===== src/common/videoPkg.sv =====
package videoPkg;

	////////////////////////////////////////////////////////////
	// raster widths
	////////////////////////////////////////////////////////////

	// pixel count along a line, 0 to 383
	typedef logic [8:0] hPos_t;
	// line count in a frame, 0 to 263
	typedef logic [8:0] vPos_t;
	// scrolled coordinate, wraps at 512
	typedef logic [8:0] scroll_t;
	// tilemap address as {row[4:0], column[5:0]}
	typedef logic [10:0] tileAddr_t;
	// pixel or line offset inside one 8x8 tile
	typedef logic [2:0] fine_t;

	////////////////////////////////////////////////////////////
	// frame limits
	////////////////////////////////////////////////////////////

	localparam int hTotal = 384;
	localparam int vTotal = 264;
	localparam int hVisible = 288;
	localparam int vVisible = 224;

	// eight-pixel phase from the low bits of scrollH
	typedef enum logic [2:0] {
		phase0, phase1, phase2, phase3, phase4, phase5, phase6, phase7
	} phase_t;

	// last pixel of a tile column, where the fetch is issued
	localparam phase_t fetchPhase = phase7;

endpackage


===== src/common/busPkg.sv =====
package busPkg;

	////////////////////////////////////////////////////////////
	// AXI4-Lite widths
	////////////////////////////////////////////////////////////

	typedef logic [3:0] axiAddr_t;
	typedef logic [31:0] axiData_t;
	typedef logic [1:0] resp_t;

	// response codes
	localparam resp_t respOkay = 2'b00;
	localparam resp_t respSlvErr = 2'b10;

	////////////////////////////////////////////////////////////
	// scroll register map
	////////////////////////////////////////////////////////////

	// byte addresses, one 32-bit word each
	localparam axiAddr_t regHScroll = 4'h0;
	localparam axiAddr_t regVScroll = 4'h4;
	localparam axiAddr_t regFlip = 4'h8;

	// write channel FSM
	typedef enum logic [1:0] {
		idle, data, resp
	} regState_t;

endpackage


===== src/common/scrollBusIf.sv =====
`timescale 1ns/1ns

interface scrollBusIf
	import videoPkg::*;
	();

	// scrolled raster position
	scroll_t scrollH;
	scroll_t scrollV;

	// phase strobes, one cycle each, aligned with scrollH
	logic s0h;
	logic s2h;
	logic s4h;
	logic s7h;

	// position block drives everything
	modport source (
		output scrollH, scrollV, s0h, s2h, s4h, s7h
	);

	// fetch block only looks
	modport sink (
		input scrollH, scrollV, s0h, s2h, s4h, s7h
	);

endinterface


===== src/hw/videoTiming.sv =====
`timescale 1ns/1ns

module videoTiming
	import videoPkg::*;
	(
	input logic CLK_6M,
	input logic rst,
	output hPos_t hPos,
	output vPos_t vPos,
	output logic hBlank,
	output logic vBlank
	);

	logic hWrap;
	logic vWrap;

	////////////////////////////////////////////////////////////
	// raster counters
	////////////////////////////////////////////////////////////

	// end of line and end of frame
	assign hWrap = (hPos == hPos_t'(hTotal - 1));
	assign vWrap = (vPos == vPos_t'(vTotal - 1));

	// pixel counter, free running
	always_ff @(posedge CLK_6M) begin
		if (rst) begin
			hPos <= '0;
		end else if (hWrap) begin
			hPos <= '0;
		end else begin
			hPos <= hPos + 1'b1;
		end
	end

	// line counter, steps once per line
	always_ff @(posedge CLK_6M) begin
		if (rst) begin
			vPos <= '0;
		end else if (hWrap) begin
			if (vWrap) begin
				vPos <= '0;
			end else begin
				vPos <= vPos + 1'b1;
			end
		end
	end

	// blanking straight from the visible limits
	assign hBlank = (hPos >= hPos_t'(hVisible));
	assign vBlank = (vPos >= vPos_t'(vVisible));

endmodule


===== src/scroll/scrollRegs.sv =====
`timescale 1ns/1ns

module scrollRegs
	import videoPkg::*;
	import busPkg::*;
	(
	input logic CLK_6M,
	input logic rst,
	input axiAddr_t awaddr,
	input logic awvalid,
	output logic awready,
	input axiData_t wdata,
	input logic [3:0] wstrb,
	input logic wvalid,
	output logic wready,
	output resp_t bresp,
	output logic bvalid,
	input logic bready,
	input axiAddr_t araddr,
	input logic arvalid,
	output logic arready,
	output axiData_t rdata,
	output resp_t rresp,
	output logic rvalid,
	input logic rready,
	output scroll_t hScroll,
	output scroll_t vScroll,
	output logic flip
	);

	regState_t state;
	logic arTaken;

	////////////////////////////////////////////////////////////
	// write channel
	////////////////////////////////////////////////////////////

	// address and data taken together, ready for one cycle in data
	always_ff @(posedge CLK_6M) begin
		if (rst) begin
			state <= idle;
			awready <= 1'b0;
			wready <= 1'b0;
			bvalid <= 1'b0;
			hScroll <= '0;
			vScroll <= '0;
			flip <= 1'b0;
		end else begin
			case (state)
				idle: begin
					if (awvalid && wvalid) begin
						awready <= 1'b1;
						wready <= 1'b1;
						state <= data;
					end
				end
				data: begin
					// handshake cycle, master still holds addr and data
					awready <= 1'b0;
					wready <= 1'b0;
					bvalid <= 1'b1;
					state <= resp;
					// byte 0 holds bits 7:0, byte 1 holds bit 8
					case (awaddr)
						regHScroll: begin
							if (wstrb[0]) hScroll[7:0] <= wdata[7:0];
							if (wstrb[1]) hScroll[8] <= wdata[8];
						end
						regVScroll: begin
							if (wstrb[0]) vScroll[7:0] <= wdata[7:0];
							if (wstrb[1]) vScroll[8] <= wdata[8];
						end
						regFlip: begin
							if (wstrb[0]) flip <= wdata[0];
						end
						default: ;
					endcase
				end
				resp: begin
					// hold the response until the master takes it
					if (bready) begin
						bvalid <= 1'b0;
						state <= idle;
					end
				end
				default: state <= idle;
			endcase
		end
	end

	// unmapped write address gets slave error
	always_ff @(posedge CLK_6M) begin
		if (state == data) begin
			if (awaddr == regHScroll || awaddr == regVScroll || awaddr == regFlip) begin
				bresp <= respOkay;
			end else begin
				bresp <= respSlvErr;
			end
		end
	end

	////////////////////////////////////////////////////////////
	// read channel
	////////////////////////////////////////////////////////////

	assign arTaken = arvalid && arready;

	// arready one cycle, rvalid the cycle after
	always_ff @(posedge CLK_6M) begin
		if (rst) begin
			arready <= 1'b0;
			rvalid <= 1'b0;
		end else begin
			arready <= arvalid && !arready && !rvalid;
			if (arTaken) begin
				rvalid <= 1'b1;
			end else if (rvalid && rready) begin
				rvalid <= 1'b0;
			end
		end
	end

	// read data, zero for unmapped words
	always_ff @(posedge CLK_6M) begin
		if (arTaken) begin
			rresp <= respOkay;
			case (araddr)
				regHScroll: rdata <= axiData_t'(hScroll);
				regVScroll: rdata <= axiData_t'(vScroll);
				regFlip: rdata <= axiData_t'(flip);
				default: begin
					rdata <= '0;
					rresp <= respSlvErr;
				end
			endcase
		end
	end

endmodule


===== src/scroll/scrollPosition.sv =====
`timescale 1ns/1ns

module scrollPosition
	import videoPkg::*;
	(
	input logic CLK_6M,
	input logic rst,
	input hPos_t hPos,
	input vPos_t vPos,
	input scroll_t hScroll,
	input scroll_t vScroll,
	input logic flip,
	scrollBusIf.source pos
	);

	hPos_t fH;
	hPos_t hCounter;
	scroll_t nextH;
	scroll_t nextV;
	phase_t nextPhase;
	logic [7:0] phaseDemux;

	////////////////////////////////////////////////////////////
	// flip-aware horizontal counter
	////////////////////////////////////////////////////////////

	// screen flip mirrors the pixel count
	assign fH = flip ? ~hPos : hPos;

	// low seven bits pass through the flip
	assign hCounter[6:0] = fH[6:0];
	// bit 7 skews the count on the left part of the line
	// same term both ways, since pre-flip bit 6 is ~h6 either way
	assign hCounter[7] = fH[7] ^ (~hPos[6] & ~hPos[8]);
	// bit 8 never flips
	assign hCounter[8] = ~hPos[8];

	////////////////////////////////////////////////////////////
	// scroll adders
	////////////////////////////////////////////////////////////

	// both wrap at 512, no vertical flip
	assign nextH = hScroll + scroll_t'(hCounter);
	assign nextV = vScroll + scroll_t'(vPos);

	// eight-way phase decode, one-hot
	assign nextPhase = phase_t'(nextH[2:0]);
	assign phaseDemux = 8'b0000_0001 << nextPhase;

	////////////////////////////////////////////////////////////
	// registered outputs
	////////////////////////////////////////////////////////////

	// strobes land in the same cycle as their scrollH
	// used downstream as enables on CLK_6M, not as clocks
	always_ff @(posedge CLK_6M) begin
		if (rst) begin
			pos.scrollH <= '0;
			pos.scrollV <= '0;
			pos.s0h <= 1'b0;
			pos.s2h <= 1'b0;
			pos.s4h <= 1'b0;
			pos.s7h <= 1'b0;
		end else begin
			pos.scrollH <= nextH;
			pos.scrollV <= nextV;
			pos.s0h <= phaseDemux[phase0];
			pos.s2h <= phaseDemux[phase2];
			pos.s4h <= phaseDemux[phase4];
			pos.s7h <= phaseDemux[fetchPhase];
		end
	end

endmodule


===== src/scroll/tilemapFetch.sv =====
`timescale 1ns/1ns

module tilemapFetch
	import videoPkg::*;
	(
	input logic CLK_6M,
	input logic rst,
	scrollBusIf.sink pos,
	output tileAddr_t tileAddr,
	output fine_t fineY,
	output logic tileValid
	);

	logic [4:0] tileRow;
	logic [5:0] tileCol;

	// row from scrolled line, column from scrolled pixel
	assign tileRow = pos.scrollV[7:3];
	assign tileCol = pos.scrollH[8:3];

	////////////////////////////////////////////////////////////
	// fetch request
	////////////////////////////////////////////////////////////

	// one request per tile column, issued after the last pixel
	always_ff @(posedge CLK_6M) begin
		if (rst) begin
			tileValid <= 1'b0;
		end else begin
			tileValid <= pos.s7h;
		end
	end

	// address and fine line held between requests
	always_ff @(posedge CLK_6M) begin
		if (pos.s7h) begin
			tileAddr <= {tileRow, tileCol};
			fineY <= pos.scrollV[2:0];
		end
	end

endmodule


===== src/hw/scrollLayer.sv =====
`timescale 1ns/1ns

module scrollLayer
	import videoPkg::*;
	import busPkg::*;
	(
	input logic CLK_6M,
	input logic rst,
	input axiAddr_t awaddr,
	input logic awvalid,
	output logic awready,
	input axiData_t wdata,
	input logic [3:0] wstrb,
	input logic wvalid,
	output logic wready,
	output resp_t bresp,
	output logic bvalid,
	input logic bready,
	input axiAddr_t araddr,
	input logic arvalid,
	output logic arready,
	output axiData_t rdata,
	output resp_t rresp,
	output logic rvalid,
	input logic rready,
	output hPos_t hPos,
	output vPos_t vPos,
	output logic hBlank,
	output logic vBlank,
	output scroll_t scrollH,
	output scroll_t scrollV,
	output tileAddr_t tileAddr,
	output fine_t fineY,
	output logic tileValid
	);

	scroll_t hScroll;
	scroll_t vScroll;
	logic flip;

	// position to fetch path
	scrollBusIf posBus ();

	// raster counters
	videoTiming timing_i (
		.CLK_6M(CLK_6M), .rst(rst),
		.hPos(hPos), .vPos(vPos), .hBlank(hBlank), .vBlank(vBlank)
	);

	// CPU side offsets and flip
	scrollRegs regs_i (
		.CLK_6M(CLK_6M), .rst(rst),
		.awaddr(awaddr), .awvalid(awvalid), .awready(awready),
		.wdata(wdata), .wstrb(wstrb), .wvalid(wvalid), .wready(wready),
		.bresp(bresp), .bvalid(bvalid), .bready(bready),
		.araddr(araddr), .arvalid(arvalid), .arready(arready),
		.rdata(rdata), .rresp(rresp), .rvalid(rvalid), .rready(rready),
		.hScroll(hScroll), .vScroll(vScroll), .flip(flip)
	);

	// scrolled position and phase strobes
	scrollPosition position_i (
		.CLK_6M(CLK_6M), .rst(rst),
		.hPos(hPos), .vPos(vPos),
		.hScroll(hScroll), .vScroll(vScroll), .flip(flip),
		.pos(posBus.source)
	);

	// tilemap address per tile column
	tilemapFetch fetch_i (
		.CLK_6M(CLK_6M), .rst(rst),
		.pos(posBus.sink),
		.tileAddr(tileAddr), .fineY(fineY), .tileValid(tileValid)
	);

	assign scrollH = posBus.scrollH;
	assign scrollV = posBus.scrollV;

endmodule


===== config.mk =====
export PLATFORM = sky130hd
export DESIGN_NAME = scrollLayer
export DESIGN_NICKNAME = d
export VERILOG_FILES = /design/src/common/videoPkg.sv /design/src/common/busPkg.sv /design/src/common/scrollBusIf.sv /design/src/hw/videoTiming.sv /design/src/scroll/scrollRegs.sv /design/src/scroll/scrollPosition.sv /design/src/scroll/tilemapFetch.sv /design/src/hw/scrollLayer.sv
export SDC_FILE = /design/constraint.sdc
export NUM_CORES = 1
export LEC_CHECK = 0
export ABC_AREA = 1
export BUFFER_PORTS_ARGS = -buffer_cell sky130_fd_sc_hd__buf_2
export CORE_ASPECT_RATIO = 2
export CORE_MARGIN = 2
export CORE_UTILIZATION = 47
export CTS_CLUSTER_DIAMETER = 60
export DETAILED_ROUTE_END_ITERATION = 10
export PLACE_DENSITY = 0.75
export SLEW_MARGIN = 15
export SYNTH_ARGS = -nofsm -noshare
export SYNTH_HDL_FRONTEND = slang
export SYNTH_SLANG_ARGS = --single-unit

===== constraint.sdc =====
create_clock -name CLK_6M -period 5 [get_ports CLK_6M]
set_input_delay 0.5 -clock CLK_6M [delete_from_list [all_inputs] [get_ports CLK_6M]]
set_output_delay 0.5 -clock CLK_6M [all_outputs]
set_load 0.01 [all_outputs]

### Word-level counts from Yosys, hierarchy flattened

Index checks and enable logic that the tools add are counted.

* flip-flop bits (word level): 113
* bits of input ports: 51
* output and inout bits: 94
* logic and storage cells: 82

* $add $sub $neg: 4
* magnitude comparators: 2
* equality and inequality tests: 10
* shift operators: 1
* muxes and demuxes: 14
* bitwise operators: 5
* reductions and logical operators: 25

Operators with widths (number)
* case mux 9 bit (3 select lines): 1
* adder 9 x 1 -> 9 bit, second input constant: 2
* adder 9 bit: 2
* equality test 9 bit, second input constant: 2
* AND reduction 3 bit: 5
* >= comparator 9 x 8 -> 1 bit, second input constant: 1
* >= comparator 9 bit, second input constant: 1
* 2-to-1 mux 9 bit: 1
* equality test 4 x 3 -> 1 bit, second input constant: 2
* equality test 4 bit, second input constant: 2
* zero test 4 bit: 2
* 2-to-1 mux 2 bit: 4
* 2-to-1 mux 8 bit: 1
* inverter 8 bit: 1
* << shifter 1 x 3 -> 8 bit, first input constant: 1
* case mux 2 bit (3 select lines): 1
* AND reduction 2 bit: 3
* nonzero test 2 bit: 3
* logical AND 1 bit: 5
* 2-to-1 mux 1 bit: 4
* case mux 1 bit (2 select lines): 2
* OR reduction 3 bit: 1
* equality test 2 x 1 -> 1 bit, second input constant: 1
* equality test 2 bit, second input constant: 1
* other kinds (9): 12

### Depth between registers and ports, before layout

Gate-level depths: netlist (run 1).

* depth in word-level cells: 5
* mapped depth: 12
* mapped depth without buffers: 11

### Modules after synthesis

A second synthesis (run 1) with hierarchy kept.

* cell total of the unflattened synthesis: 603
* area, all modules: 4672.0 sq um

By module, submodules not included
* scrollRegs: instances 1, cells each 231, area an instance 1737.9 sq um, seq. area each 830.8 sq um
* scrollPosition: instances 1, cells each 205, area an instance 1470.2 sq um, seq. area each 440.4 sq um
* videoTiming: instances 1, cells each 150, area an instance 1013.5 sq um, seq. area each 360.3 sq um
* tilemapFetch: instances 1, cells each 17, area an instance 450.4 sq um, seq. area each 440.4 sq um

### Worst setup path before layout (run 1)

No wires, ideal clock.

* path kind: flip-flop to flip-flop
* from: register regs_i.flip
* to: register position_i.pos.scrollH[8]
* setup time: 0.115 ns
* data arrival time: 1.743 ns
* required time: 4.885 ns
* slack: 3.142 ns
* stages on the path, launching flop included: 11
* path buffers: 1
* period minus slack after synthesis: 1.858 ns
* cells stage by stage: dfxtp_1 > buf_2 > xor2_1 > ha_1 > inv_1 > fa_1 > nand3b_1 > nand2_1 > nand2_1 > a21oi_1 > nor2_1

* word-level cells in the longest chain between the ends: 3

Ends and longest elaborated chain
* start, declared: line scrollRegs.sv:28 `output logic flip`
* start signal, assigned: line scrollRegs.sv:74 `if (wstrb[0]) flip <= wdata[0];`
* 2-to-1 mux 8 bit (*): line scrollPosition.sv:28 `assign fH = flip ? ~hPos : hPos;`
* bitwise XOR 1 bit: line scrollPosition.sv:34 `assign hCounter[7] = fH[7] ^ (~hPos[6] & ~hPos[8]);`
* adder 9 bit (*): line scrollPosition.sv:43 `assign nextH = hScroll + scroll_t'(hCounter);`
* end signal, assigned: line scrollPosition.sv:65 `pos.scrollH <= nextH;`
* end, declared: line scrollBusIf.sv:19 `output scrollH, scrollV, s0h, s2h, s4h, s7h`

Mark *: on every way between the ends. The rest lies on a longest branch, timed or not.
A chain may end at the register's enable or synchronous reset.

### Worst setup path in the final report (run 1)

Ends and elaborated chain as after synthesis.

==> results of run 1 <==
## worst max-delay path, delay by kind of cell, from the launching register on
kind,cells,cell delay [ns]
AOI/OAI and AO/OA,1,0.14
xor gates and xnor gates,1,0.23
adders and majority gates,2,0.59
buffers and inverters,1,0.07
DFF,1,0.65
and+or+nand+nor,4,0.46
## power by group through the flow
stage | logic, mW | clock network, mW | registers (mW)
finish | 0.0742 | 0.715 | 0.747
global route | 0.0830 | 0.748 | 0.748
CTS | 0.0743 | 0.720 | 0.747
detailed placement | 0.0740 | 0 | 0.763
global placement | 0.0711 | 0 | 0.763
floorplan | 0.0550 | 0 | 0.766
## synthesized netlist by cell type, types with 2 or more instances
cell      instances
nand2_1         107
nor2_1           94
inv_1            76
dfxtp_1          63
o21ai_0          33
buf_4            26
edfxtp_1         25
nand3_1          22
ha_1             21
a21oi_1          19
nor3_1           12
xor2_1           12
inv_2             6
nor2_4            5
buf_2             4
clkbuf_1          4
o21bai_2          4
nand2_2           3
nand3b_1          3
xnor2_1           3
a21oi_2           2
fa_1              2
nand3_2           2
nand4_1           2
nor4_1            2
o21a_1            2
o21ai_1           2
## through the flow
stage	hold slack, ns	total power [mW]	cells
after floorplan	0.4206	0.8207	592
after global placement	0.4078	0.8338	756
after detailed placement	0.4104	0.8372	756
after CTS	0.3802	1.542	772
after global routing	0.3940	1.579	772
final	0.3834	1.536	772
## cell usage in the layout, fill, tap and decap left out, drive strengths merged
master / synthesis / layout
a211oi: 1 / 1
a21oi: 21 / 21
a311oi: 1 / 1
a31oi: 1 / 1
buf: 31 / 95
bufinv: 0 / 2
clkbuf: 4 / 11
clkinv: 0 / 3
conb: 1 / 25
dfxtp: 63 / 63
edfxtp: 25 / 25
fa: 2 / 2
ha: 21 / 21
inv: 82 / 82
nand2: 111 / 111
nand3: 25 / 25
nand3b: 3 / 3
nand4: 2 / 2
nor2: 100 / 100
nor3: 12 / 12
nor4: 3 / 3
o21a: 2 / 2
o21ai: 36 / 36
o21bai: 4 / 4
or2: 2 / 2
xnor2: 3 / 3
xor2: 12 / 12
## state kept, by name, summed over array words and instances (netlist names), 2 cells and up
register / flops
regs_i.state: 2
regs_i.rdata: 9
regs_i.hScroll: 9
fetch_i.tileAddr: 11
regs_i.vScroll: 9
timing_i.hPos: 9
position_i.pos.scrollV: 9
timing_i.vPos: 9
fetch_i.fineY: 3
position_i.pos.scrollH: 9
## area by class of cell
class / count / area, µm² / area share
Inverter: 82 / 307.8 / 0.05807
Sequential cell: 88 / 2012 / 0.3796
Tap cell: 104 / 130.1 / 0.02455
Timing Repair Buffer: 95 / 478.0 / 0.09018
Clock inverter: 5 / 82.58 / 0.01558
Clock buffer: 11 / 232.7 / 0.04391
Multi-Input combinational cell: 387 / 2057 / 0.3881
## routing by layer
layer	vias to the layer above	global-route usage
met3	25	0.03811
met4	0	0.09952
met1	1783	0.2008
li1	1933	-
met2	122	0.3822
met5	-	0
## cell families (layout without fill, tap and decap cells)
| group | after synthesis | in the layout | synth area share |
|---|---|---|---|
| compound gates | 66 | 66 | 0.08373 |
| other cells | 1 | 25 | 0.0008282 |
| flops | 88 | 88 | 0.4443 |
| xor+xnor | 15 | 15 | 0.02901 |
| fa+ha+maj | 23 | 23 | 0.06687 |
| buf+inv | 117 | 193 | 0.1213 |
| simple gates | 258 | 258 | 0.2539 |
## worst paths after layout
kind / from / to / cells past startpoint
worst max-delay path: regs_i.flip / position_i.pos.scrollH[8] / 9
worst min-delay path: arvalid / regs_i.arready / 3
worst max register to register: regs_i.flip / position_i.pos.scrollH[8] / 9
worst min register to register: position_i.pos.scrollH[5] / fetch_i.tileAddr[2] / 0
==> flow_metrics.tcl, run 1 <==
set metrics [dict create \
    cts_sinks 88 \
    wl_met3_um 459 \
    post_cts_resized 0 \
    fillers 882 \
    clk_path_buf_depth 2 \
    fp.dieH_um 142.8 \
    vias 3863 \
    clk_pin_slew_worst_paths_ns 0.06 \
    vdd_drop_max_uv 177.0 \
    ant_nets 0 \
    outcome "completed" \
    tns_ns 0 \
    area_growth_pct 17.05 \
    finalClockSkew_ns 0.006039 \
    clk_latency_ns 0.34 \
    highest_layer "met4" \
    numPortBuffers 94 \
    wirelength_mm 10.35 \
    fmax_mhz 444.8 \
    tightest_slew_ns 0.6671 \
    wl_met1_mm 3.847 \
    die_x_um 73.41 \
    synth_edf_count 25 \
    grt_max_degree 31 \
    diodes 0 \
    cap_violations 0 \
    post-dp-hpwl_mm 8.002 \
    power_frac_seq 0.487 \
    pre_cts_ws_ns 2.766 \
    finalCriticalPeriod_ns 2.248 \
    grt_pass1_vias 3672 \
    first_pass_iters 4 \
    layout_worst_path_cycle_share 0.4496 \
    pwr-share-comb 0.048 \
    ys_seq_elements 88 \
    slowest_stage "dfxtp_1" \
    cp_cell_sequence "xor2_1 > ha_1 > inv_1 > fa_1 > nand3b_1 > nand2_1 > nand2_1 > a21oi_1 > nor2_1" \
    critical_path.max_stage_delay_ns 0.65 \
    drv_slew 0 \
    drc 0 \
    initial_utilization 0.4825 \
    wl_met2_mm 5.720 \
    cts_setup_buffers 0 \
    rsz0062_at_grt "false" \
    ctsHoldBuffers 0 \
    end_kind "register" \
    yosysSeqAreaShare 0.4443 \
    synth-main-ff-cell "dfxtp_1" \
    postLayoutCellArea_um2 5300 \
    postSynth.asyncResetShare 0 \
    hp-class "input pin to register" \
    slew-limit-headroom 0.5546 \
    coreArea_um2 9384 \
    drtIter0Drc 181 \
    hold_violations 0 \
    yosysUniqueCellTypes 39 \
    p_sw_mw 0.3328 \
    cp_data_arrival_time_ns 2.48 \
    layout_setup_ws_ns 2.752 \
    reg2reg_slack_ns 2.75 \
    cts_buffers 9 \
    final_util 0.5648 \
    htree_levels 3 \
    grt_pass1_wl_mm 16.33 \
    synth_area_per_cell_um2 7.972 \
    crit_top_cell "nand2_1" \
    pin_count 145 \
    yosysWarningCount 0 \
    swShare 0.2166 \
    place_area_um2 4985 \
    cts_tree "built" \
    final_layout_size_suffix_gt1_frac 0.2051 \
    syn-cell-area_um2 4528 \
    critPathKind "register to register" \
    cts-root-buf "clkbuf_16" \
    layout.nets 737 \
    finalSetupViolations 0 \
    crit_required_ns 5.23 \
    gp_congestion 0.8877 \
    syn_inst 568 \
    antenna_found_initial 0 \
    grt_overflow_total 0 \
    dieArea_um2 10480 \
    worst_setup_path_start_kind "register" \
    p_int_mw 1.203 \
    routedWlPerCell_um 13.40 \
    rows 50 \
    synthTopCellsByArea "dfxtp_1 28%, edfxtp_1 17%, nand2_1 8.9%" \
    grtUsageTotal 0.2020 \
    routed_via_density 5.004 \
    power_density_nw_per_um2 289.8 \
    crit_fanout 10 \
    netlist.area_leader.share 0.2785 \
    p_clk_frac 0.465 \
    yosys.area.top_type "dfxtp_1" \
    power_leakage_nw 2.636 \
]
Note: power is estimated with default switching activity, not from simulation.
==> inputs of run 2 (changes only) <==
--- a/config.mk
+++ b/config.mk
@@ -9,10 +9,10 @@
 export BUFFER_PORTS_ARGS = -buffer_cell sky130_fd_sc_hd__buf_2
 export CORE_ASPECT_RATIO = 2
 export CORE_MARGIN = 2
-export CORE_UTILIZATION = 47
+export CORE_UTILIZATION = 46
 export CTS_CLUSTER_DIAMETER = 60
 export DETAILED_ROUTE_END_ITERATION = 10
-export PLACE_DENSITY = 0.75
+export PLACE_DENSITY = 0.76
 export SLEW_MARGIN = 15
 export SYNTH_ARGS = -nofsm -noshare
 export SYNTH_HDL_FRONTEND = slang
==> constraint.sdc (replaced) <==
create_clock -name CLK_6M -period 1.9 [get_ports CLK_6M]
set_input_delay 0.19 -clock CLK_6M [delete_from_list [all_inputs] [get_ports CLK_6M]]
set_output_delay 0.19 -clock CLK_6M [all_outputs]
set_load 0.01 [all_outputs]
==> run 2 against run 1 <==
Final area up 1.8%. Worst hold slack worse by 0.32 ns. Clock power up 140%. Register-to-register slack worse by 2.6 ns. Flip-flop and latch count unchanged. Fmax up 27%. Total power rose to 2.5 times the previous value. Critical path depth up 1.
==> flow_metrics.tcl, run 2 (same netlist as run 1, synthesis figures left out) <==
set metrics [dict create \
    vias 3924 \
    grt_pass1_vias 3837 \
    coreArea_um2 9635 \
    r2r_cells 10 \
    clk_path_buf_depth 2 \
    largest_register_ffs 11 \
    slew-limit-headroom 0.5492 \
    routed_via_density 4.844 \
    cts_sinks 88 \
    critical_path.max_stage_delay_ns 0.34 \
    final_layout_size_suffix_gt1_frac 0.2198 \
    cts-root-buf "clkbuf_16" \
    crit_top_cell "nand2_1" \
    gp_congestion 0.8913 \
    dieArea_um2 10700 \
    fmax_mhz 562.9 \
    layout.nets 747 \
    cts_buffers 9 \
    numPortBuffers 94 \
    power_leakage_nw 2.678 \
    first_pass_iters 5 \
    final_common_cell "nand2_1" \
    critPathKind "register to register" \
    outcome "completed" \
    top_register "fetch_i.tileAddr" \
    pwr-share-comb 0.052 \
    final_cell_mix "106 x nand2_1, 94 x nor2_1, 94 x buf_2, 76 x inv_1, 63 x dfxtp_1" \
    vdd_drop_max_uv 441.4 \
    fp.dieH_um 144.3 \
    p_sw_mw 0.8551 \
    power_frac_seq 0.505 \
    post-dp-hpwl_mm 8.084 \
    grt_util_met3 0.04669 \
    holdPathStages 2 \
    dp.cells 794 \
    die_x_um 74.16 \
    grt.met2_usage 0.3769 \
    p_clk_frac 0.443 \
    hold_violations 0 \
    end_kind "register" \
    worst_setup_path_start_kind "register" \
    r2r-start "regs_i.flip" \
    swShare 0.2197 \
    ctsHoldBuffers 0 \
    post_cts_resized 0 \
    cp_cell_sequence "buf_4 > xnor2_1 > xor2_1 > ha_1 > nand2_1 > inv_1 > a21oi_1 > nand3_1 > nand2_1 > nor2_1" \
    ant_nets 0 \
    drtIter0Drc 182 \
    antenna_found_initial 0 \
    drv_slew 0 \
    drc 0 \
    p_int_mw 3.037 \
    finalCriticalPeriod_ns 1.777 \
    grt_max_degree 20 \
    tightest_slew_ns 0.6753 \
    clk_latency_ns 0.34 \
    layout_worst_path_cycle_share 0.9350 \
    cts_tree "built" \
    final_cell_count_no_fill 810 \
    cts_setup_buffers 0 \
    rows 51 \
    power_density_nw_per_um2 721.3 \
    finalClockSkew_ns 0.003593 \
    hp-class "input pin to register" \
    crit_required_ns 2.13 \
    grt_overflow_total 0 \
    startpoint "regs_i.flip" \
    hp-start "bready" \
    layout_setup_ws_ns 0.1235 \
    htree_levels 3 \
    diodes 0 \
    pin_count 145 \
    grt_pass1_wl_mm 16.59 \
    grtUsageTotal 0.2030 \
    multiInputGateArea_um2 2069 \
    regArea_um2 2012 \
    area_growth_pct 19.18 \
    use_met1 0.1949 \
    fillers 892 \
    slowest_stage "dfxtp_1" \
    cp_data_arrival_time_ns 2.01 \
    crit_fanout 9 \
    top_usage_layer "met2" \
    wirelength_mm 10.34 \
    clk_pin_slew_worst_paths_ns 0.06 \
    initial_utilization 0.4699 \
    pre_cts_ws_ns 0.04614 \
    holdWs_ns 0.05974 \
    finalSetupViolations 0 \
    cap_violations 0 \
    routedWlPerCell_um 12.76 \
]
[run 2: worst paths after layout]
kind / endpoint / slack (ns)
setup / recovery: position_i.pos.scrollH[8] / 0.12
hold / removal: regs_i.bvalid / 0.06
setup reg to reg: position_i.pos.scrollH[8] / 0.12
hold reg to reg: fetch_i.fineY[0] / 0.42
[run 2: final cells by class]
type / count / share of cell area
clock inverters: 5 / 0.01043
inverters: 82 / 0.05704
multi-input cells: 387 / 0.3835
flip-flops and latches: 88 / 0.3728
repair buffers: 105 / 0.1025
well taps: 132 / 0.03061
clock buffers: 11 / 0.04313
[run 2: power groups by stage]
stage	Clock (mW)	Sequential (mW)	Combinational, mW
detailed placement	0	2.01	0.201
floorplan	0	2.02	0.145
global route	1.83	1.97	0.228
CTS	1.74	1.96	0.202
finish	1.72	1.97	0.204
global placement	0	2.01	0.196
[run 2: through the flow]
stage	instance area [µm²]	total power, mW	TNS [ns]	utilization
floorplan	4618	2.160	0	-
global placement	5095	2.201	0	0.5288
detailed placement	5095	2.207	0	0.5288
CTS	5384	3.909	0	0.5588
global route	5396	4.024	-0.01371	0.5601
finish	5396	3.892	0	0.5601
[run 2: layer usage]
layer	wire, µm	part of all wire	up-vias
met5	0	0	-
met4	425	0.041	0
met3	602	0.058	28
met2	5499	0.53	139
met1	3810	0.37	1802
li1	-	-	1955
[run 2: worst max-delay path: cells and delay by family, from the launching register on]
| kind | cells | cell delay (ns) |
|---|---|---|
| AO/OA/AOI/OAI | 1 | 0.19 |
| XOR/XNOR | 2 | 0.31 |
| adder cells (fa/ha/maj) | 1 | 0.27 |
| buffers and inverters | 2 | 0.26 |
| flip-flops | 1 | 0.34 |
| AND/OR/NAND/NOR | 4 | 0.31 |
==> inputs of run 3 (changes only) <==
--- a/config.mk
+++ b/config.mk
@@ -12,6 +12,7 @@
 export CORE_UTILIZATION = 46
 export CTS_CLUSTER_DIAMETER = 60
 export DETAILED_ROUTE_END_ITERATION = 10
+export HOLD_SLACK_MARGIN = 0.06
 export PLACE_DENSITY = 0.76
 export SLEW_MARGIN = 15
 export SYNTH_ARGS = -nofsm -noshare
==> constraint.sdc (replaced) <==
create_clock -name CLK_6M -period 1.5 [get_ports CLK_6M]
set_input_delay 0.15 -clock CLK_6M [delete_from_list [all_inputs] [get_ports CLK_6M]]
set_output_delay 0.15 -clock CLK_6M [all_outputs]
set_load 0.01 [all_outputs]
==> run 3 against run 2 <==
Final area rose by 11%. Largest cell class unchanged. Die area stayed put. Critical path type unchanged. The run now ends with negative setup slack left. Largest power group unchanged. Clock-buffer cell count is 1 lower. Combinational power rose by 54%. Clock power is 22% higher. Cell count rose by 5.4%. Flip-flop and latch count did not move. Fmax rose by 1.4%.
==> flow_metrics.tcl, run 3 (same netlist as run 1, synthesis figures left out) <==
set metrics [dict create \
    grt_max_degree 23 \
    top_register "fetch_i.tileAddr" \
    layout_worst_path_cycle_share 1.168 \
    final_layout_size_suffix_gt1_frac 0.3204 \
    slowest_stage "dfxtp_4" \
    tns_ns -1.449 \
    postLayoutCellArea_um2 5977 \
    grt_overflow_total 0 \
    dieArea_um2 10700 \
    vdd_drop_max_uv 508.3 \
    finalClockSkew_ns 0.009188 \
    coreArea_um2 9635 \
    grt_pass1_vias 3810 \
    dp.cells 822 \
    largest_register_ffs 11 \
    cp_cell_sequence "xor2_2 > ha_2 > inv_2 > fa_2 > nand3b_1 > nand2_2 > nand2_2 > a21oi_2 > nor2_1" \
    numPortBuffers 94 \
    power_density_nw_per_um2 818.6 \
    wirelength_mm 11.21 \
    rsz0062_at_grt "true" \
    cts_sinks 88 \
    fp.dieH_um 144.3 \
    tightest_slew_ns 0.5187 \
    first_pass_iters 7 \
    crit_top_cell "nand2_2" \
    finalCriticalPeriod_ns 1.752 \
    routed_via_density 4.857 \
    vias 4148 \
    final_cell_mix "98 x nand2_1, 93 x buf_2, 89 x nor2_1, 74 x inv_1, 53 x dfxtp_1" \
    crit_fanout 4 \
    rows 51 \
    final_cell_count_no_fill 854 \
    post-dp-hpwl_mm 8.379 \
    htree_levels 3 \
    initial_utilization 0.4699 \
    layout_setup_ws_ns -0.2515 \
    critPathKind "register to register" \
    clk_path_buf_depth 2 \
    holdWs_ns 0.06038 \
    cts_buffers 9 \
    worst_setup_path_start_kind "register" \
    place_area_um2 5353 \
    critical_path.max_stage_delay_ns 0.36 \
    routedWlPerCell_um 13.12 \
    fmax_mhz 570.9 \
    pin_count 145 \
    clk_latency_ns 0.34 \
    ant_nets 0 \
    clk_pin_slew_worst_paths_ns 0.06 \
    layout.nets 790 \
    cp_data_arrival_time_ns 1.98 \
    hp-class "input pin to register" \
    cap_violations 0 \
    grt_pass1_wl_mm 16.82 \
    area_growth_pct 32.00 \
    pre_cts_ws_ns -0.2289 \
    power_mw 4.892 \
    gp_congestion 0.8769 \
    drc 0 \
    hold_violations 0 \
    crit_required_ns 1.73 \
    die_x_um 74.16 \
    final_util 0.6203 \
    outcome "finished with violations" \
    drv_slew 0 \
    power_leakage_nw 2.920 \
    finalSetupViolations 10 \
    cts_tree "built" \
    violations "negative setup slack" \
    end_kind "register" \
    drtIter0Drc 344 \
    cts-root-buf "clkbuf_16" \
    final_common_cell "nand2_1" \
    grtUsageTotal 0.2044 \
    antenna_found_initial 1 \
    slew-limit-headroom 0.6516 \
]
run 3: critical path, delay by kind of cell, from the launching register on:
kind	cells	cell delay (ns)
buf+inv	1	0.05
compound gates	1	0.12
simple gates	4	0.45
flops	1	0.36
xor+xnor	1	0.15
fa+ha+maj	2	0.52
run 3: cell type report:
type / count / area (µm²)
clock buffers: 10 / 239.0
diodes: 1 / 2.502
fillers: 788 / 3659
clock inverters: 6 / 42.54
repair buffers: 148 / 945.9
multi-input cells: 387 / 2245
well taps: 132 / 165.2
inverters: 82 / 307.8
flip-flops and latches: 88 / 2029
run 3: path summary, 6_finish.rpt:
check,startpoint,endpoint,slack [ns],cells past startpoint
hold / removal,wdata[2],regs_i.hScroll[2],0.06,3
hold reg to reg,position_i.pos.scrollH[8],fetch_i.tileAddr[5],0.43,0
setup / recovery,regs_i.flip,position_i.pos.scrollH[6],-0.25,9
setup reg to reg,regs_i.flip,position_i.pos.scrollH[6],-0.25,9
run 3: power by group:
| group | switching [mW] | leakage (nW) | internal [mW] |
|---|---|---|---|
| clock | 0.918 | 0.139 | 1.17 |
| sequential | 0.0236 | 0.753 | 2.46 |
| combinational | 0.188 | 2.03 | 0.127 |
run 3: layer usage:
metal	GRT usage	vias up	routed length, µm
met4	0.1254	0	469
met3	0.03136	36	590
met2	0.3820	170	6176
met5	0	-	0
li1	-	2046	-
met1	0.2006	1896	3968
run 3: repair_timing:
action | 4_1_cts | 5_1_grt
endpoints found under the setup margin | 9 | 30
setup buffers | 2 | 5
pin swaps | 3 | 21
resized for setup | 16 | 42
hold buffers | 8 | 0
hold endpoints to repair | 11 | 0
